**src/keccak_rd_pkg.sv**
```systemverilog
// Shared widths, vector types and pipeline carriers for the Keccak state readout.
// NumShare may be 1 or 2. ShareIdxW must be wide enough to address NumShare shares.
// A word address is the word index in the low bits and the share index above it.

`default_nettype none

package keccak_rd_pkg;

  //////////////////////////////////////////////////
  // Widths
  //////////////////////////////////////////////////

  localparam int StateW    = 1600;
  localparam int WordW     = 32;
  localparam int NumShare  = 2;
  localparam int NumWord   = StateW / WordW;
  localparam int WordIdxW  = 6;
  localparam int ShareIdxW = 1;
  localparam int AddrW     = WordIdxW + ShareIdxW;

  // Vector types
  typedef logic [StateW-1:0] state_t;
  typedef logic [WordW-1:0]  word_t;
  typedef logic [AddrW-1:0]  word_addr_t;

  //////////////////////////////////////////////////
  // Pipeline carriers
  //////////////////////////////////////////////////

  // Request as seen by stage one
  typedef struct packed {
    word_addr_t addr;
    logic       we;
  } rd_req_t;

  // Stage one to stage two
  typedef struct packed {
    logic  valid;
    word_t word;
    logic  err;
    logic  swap;  // endian flag sampled with the request
  } rd_sel_t;

  // Response toward the top-level ports
  typedef struct packed {
    logic  valid;
    word_t data;
    logic  err;
  } rd_rsp_t;

endpackage

`default_nettype wire

```
**src/keccak_word_respond.sv**
```systemverilog
// Second read stage. Applies the byte order and registers the response.
// Data is forced to zero in any cycle without a valid response.
// Byte order is handled nowhere else in the read path.

`timescale 1ns/1ps
`default_nettype none

module keccak_word_respond
  import keccak_rd_pkg::*;
(
  input  wire logic    clk_i,
  input  wire logic    rst_ni,

  input  wire rd_sel_t sel_i,
  output rd_rsp_t      rsp_o
);

  // Reverse the four bytes when swap is set
  function automatic word_t byte_order(word_t w, logic swap);
    word_t res;
    res = w;
    if (swap) begin
      for (int b = 0; b < WordW/8; b++) begin
        res[b*8 +: 8] = w[(WordW/8-1-b)*8 +: 8];
      end
    end
    return res;
  endfunction

  //////////////////////////////////////////////////
  // Response register
  //////////////////////////////////////////////////

  rd_rsp_t rsp_q;

  always_ff @(posedge clk_i or negedge rst_ni) begin
    if (!rst_ni) begin
      rsp_q <= '0;
    end else begin
      rsp_q.valid <= sel_i.valid;
      rsp_q.err   <= sel_i.valid & sel_i.err;
      // Idle cycles drive zero data
      rsp_q.data  <= sel_i.valid ? byte_order(sel_i.word, sel_i.swap) : '0;
    end
  end

  assign rsp_o = rsp_q;

endmodule

`default_nettype wire

```
**config.mk**
```make
export PLATFORM = sky130hd
export DESIGN_NAME = keccak_word_respond
export DESIGN_NICKNAME = d
export VERILOG_FILES = /design/src/keccak_rd_pkg.sv /design/src/keccak_word_respond.sv
export SDC_FILE = /design/constraint.sdc
export NUM_CORES = 1
export LEC_CHECK = 0
export ABC_AREA = 1
export BUFFER_PORTS_ARGS = -buffer_cell sky130_fd_sc_hd__buf_2
export CAP_MARGIN = 20
export CELL_PAD_IN_SITES_DETAIL_PLACEMENT = 0
export CELL_PAD_IN_SITES_GLOBAL_PLACEMENT = 2
export CORE_MARGIN = 10
export CORE_UTILIZATION = 26
export CTS_CLUSTER_DIAMETER = 40
export CTS_CLUSTER_SIZE = 40
export DETAILED_ROUTE_END_ITERATION = 8
export HOLD_SLACK_MARGIN = 0.03
export PLACE_DENSITY_LB_ADDON = 0.25
export SETUP_SLACK_MARGIN = 0.1
export SLEW_MARGIN = 40
export SYNTH_ARGS = -nofsm -noshare
export SYNTH_HDL_FRONTEND = slang
export SYNTH_SLANG_ARGS = --single-unit
export TNS_END_PERCENT = 50
```
**constraint.sdc**
```tcl
create_clock -name clk_i -period 0.8 [get_ports clk_i]
set_clock_uncertainty 0.05 [all_clocks]
set_input_delay 0.04 -clock clk_i [delete_from_list [all_inputs] [get_ports clk_i]]
set_output_delay 0.04 -clock clk_i [all_outputs]
set_load 0.05 [all_outputs]
```
==> results.txt <==
----------------------------------------------------
[Pwr]
  Design Power ... ~0.0043 W
  Leakage power ... about 1.4 nW
  Combinational cell fraction of total power ... about 28%
  Worst VDD drop ... roughly 0.62 mV
  Clock group share of total power ... 27.9%
  Cell-internal power ... 0.00287 W
  Sequential cell fraction of total power ... between 40% and 50%
  Switching power share of the total ... around a third
  PD cells ... about 1800 nW/um^2
  Switch Pwr ... 0.00139 W

[Outcome]
  Failing checks ... negative hold slack, negative setup slack
  Outcome ... complete, but fails checks

[Placement]
  DP Area ... roughly 2100 um^2
  Estimated wirelength of the detail-placed design ... approximately 3.2 mm
  Setup slack after placement ... between 70 and 80 ps
  Port Buffer Count ... 70
  Weighted congestion reported at the end of routability-driven placement ... approximately 0.68

[CTS]
  CTS max path bufs ... 2
  Number of CTS-inserted buffers ... 5
  CTS H-tree lvls ... 2
  Number of clock sinks ... 34
  Count of hold buffers inserted by post-cts repair ... 2
  Setup bufs post-CTS ... 0
  Clock edge transition at the registers on the reported setup and hold paths ... roughly 70 ps
  Clock tree root driver cell ... sky130_fd_sc_hd__clkbuf_8
  CTS tree ... yes

[STA]
  RSZ-0062 raised after global routing ... yes
  Hold violation total from the final report ... 32
  Headroom to the max-slew limit ... between 80% and 90%
  Worst slack on hold paths ... -46.7 ps
  Shortest clock period the worst path allows after layout ... about 920 ps
  Worst path setup slack after routing ... -122 ps
  Achievable Freq ... 1080 MHz
  Number of endpoints failing setup at the final stage ... 34
  Measured slew at the worst slew-check pin ... ~200 ps
  Final period utilization ... 115%
  Max-slew violation count ... 0

[Setup path]
  CP Launch Type ... flip-flop
  Highest-delay cell along the critical path ... sky130_fd_sc_hd__dfrtp_1
  Data required time of the critical path ... roughly 710 ps
  WS Path Type ... flip-flop to output port
  Combined buffer and inverter count along the critical path ... 1
  Top delay family on crit path ... flip-flops
  Type of element capturing the critical path ... output port
  Worst Path Arrival ... between 800 and 900 ps
  Critical path's largest stage delay ... approximately 390 ps
  Crit-path max FO ... 1
  Crit path launch ... rsp_o[3]
  CP Cell Sequence ... buf_6

[Synth]
  Share of synthesized area occupied by flip-flops and latches ... a little over half
  Yosys reg bits ... 34
  Leading post-synthesis cells by cell area ... sky130_fd_sc_hd__dfrtp_1 (53%), sky130_fd_sc_hd__nand2_1 (14%), sky130_fd_sc_hd__nor2_1 (13%)
  Synthesized area per cell ... approximately 7.7 um^2
  Number of cells produced by synthesis ... between 200 and 250
  Synth Warn # ... 0
  Area leader, netlist ... sky130_fd_sc_hd__dfrtp_1
  Share of Yosys cell area claimed by the top area cell type ... 53.3%
  Post-synthesis cell area ... approximately 1600 um^2
  Distinct cell type count after synthesis ... 10
  Post-synthesis net count ... 244

[Detailed routing]
  Remaining design rule violation count ... 0
  Detailed-route via count ... about 1400
  DRT Wirelength ... around 4.3 mm
  Count of routing violations after the opening detailed-route iteration ... 39
  Detailed Routing Iterations Pass 1 ... 4
  Average routed wire per standard cell ... approximately 12 um
  Via density per instance ... 3.82
  Final ANT Viol Nets ... 0

[GRT]
  Wire length of the first global-routing pass ... about 7.2 mm
  Pin count of the biggest net entering global routing ... 35
  Global route total overflow ... 0
  Number of antenna violations at the first check in global routing ... 0
  Global routing usage summed across all routing layers ... under 10%
  Vias in the first global route ... 1432

[Finish]
  Total area of multi-input combinational cells ... around 510 um^2
  Area added between synthesis and finish ... 47.8%
  Number of antenna repair diodes ... 0
  Nets@finish ... between 300 and 400
  Share of layout cells above drive strength 1 ... 32.7%
  Largest register FFs ... 34
  Register area ... approximately 850 um^2
  Number of inserted filler cells in the final layout ... between 600 and 700
  Design Area, Final ... ~2400 um^2

[Die]
  # IOs ... 71
  Starting Density ... between 20% and 30%
  Die outline width ... 98.4 um
  Full die area ... between 9000 and 10000 um^2
  Area of the core region ... around 6000 um^2
  Number of placement rows ... 28
  Chip Height ... approximately 98 um

[Flow run]
  Number of maximum-capacitance violations ... 0

[Hold path]
  Worst hold-check path type ... input pin to flip-flop
  Hold Crit Endpoint ... rsp_o[28]
  Worst Hold Launch ... sel_i[29]
  Hold path cells ... 3

----------------------------------------------------
[through the flow]
step	cells	utilization, %	TNS [ps]
floorplan	207	-	0
global placement	347	34.4	0
detailed placement	347	34.4	0
CTS	356	39.6	-3910
global route	356	39.6	-4560
finish	356	39.6	-3300
[Yosys cell counts]
cell type                 count
sky130_fd_sc_hd__buf_2        1
sky130_fd_sc_hd__nand2_1     61
sky130_fd_sc_hd__nand2_2      4
sky130_fd_sc_hd__buf_6        6
sky130_fd_sc_hd__buf_8        1
sky130_fd_sc_hd__dfrtp_1     34
sky130_fd_sc_hd__inv_1       33
sky130_fd_sc_hd__nor2_1      57
sky130_fd_sc_hd__nor2_2       7
sky130_fd_sc_hd__buf_4        3
[what timing repair did]
action,4_1_cts,5_1_grt
gates cloned,0,0
endpoints found under the hold margin,68,33
setup endpoints to repair,34,34
pin swaps,0,0
gates resized for setup,68,0
[worst min-delay path, delay by kind of cell]
family | cells | cell delay, ps
buf+inv | 1 | 90
simple gates | 2 | 110
[power by group through the flow]
| stage | clock, W | combinational (W) | sequential [W] |
|---|---|---|---|
| 2_1_floorplan | 0 | 0.000296 | 0.00231 |
| 3_3_place_gp | 0 | 0.00106 | 0.00189 |
| 3_5_place_dp | 0 | 0.00105 | 0.00189 |
| 4_1_cts | 0.00127 | 0.00120 | 0.00189 |
| 5_1_grt | 0.00133 | 0.00129 | 0.00190 |
| 6_report | 0.00119 | 0.00118 | 0.00189 |
[logic make-up after synthesis]
| logic type | after synthesis | synth area share [%] |
|---|---|---|
| and+or+nand+nor | 129 | 32.1 |
| buffers and inverters | 44 | 14.7 |
| DFF | 34 | 53.3 |
[worst max-delay path by stage]
| stage | endpoint | cells after the start | slack (ps) |
|---|---|---|---|
| final | rsp_o[3] | 1 | -120 |
| after CTS | rsp_o[20] | 1 | -140 |
| after global placement | rsp_o[17] | 5 | 80 |
| after detailed placement | rsp_o[17] | 5 | 80 |
| after global routing | rsp_o[3] | 1 | -160 |
| after floorplan | rsp_o[0] | 0 | 120 |
[layout by cell type (no fill, tap or decap)]
| cell | netlist | final |
|---|---|---|
| sky130_fd_sc_hd__buf_12 | 0 | 6 |
| sky130_fd_sc_hd__buf_2 | 1 | 36 |
| sky130_fd_sc_hd__buf_6 | 6 | 34 |
| sky130_fd_sc_hd__clkbuf_1 | 0 | 2 |
| sky130_fd_sc_hd__clkbuf_8 | 0 | 5 |
| sky130_fd_sc_hd__dfrtp_1 | 34 | 34 |
| sky130_fd_sc_hd__dlygate4sd3_1 | 0 | 2 |
| sky130_fd_sc_hd__inv_1 | 33 | 33 |
| sky130_fd_sc_hd__nand2_1 | 61 | 61 |
| sky130_fd_sc_hd__nand2_2 | 4 | 4 |
| sky130_fd_sc_hd__nor2_1 | 57 | 57 |
| sky130_fd_sc_hd__nor2_2 | 7 | 7 |
[cell type report]
class	instances	share of cell area, %
Sequential cell	34	36.1
Multi-Input combinational cell	129	21.7
Tap cell	75	3.98
Inverter	33	5.25
Clock buffer	7	3.23
Timing Repair Buffer	78	29.8
[per-layer routing]
layer	vias to the layer above	track usage (%)	wire length (um)	part of all wire (%)
li1	724	-	-	-
met2	38	15.0	2090	48
met3	5	4.72	400	9.3
met5	-	0	0	0
met1	594	9.93	1750	41
met4	0	3.64	71	1.6
Note: power is estimated with default switching activity, not from simulation.
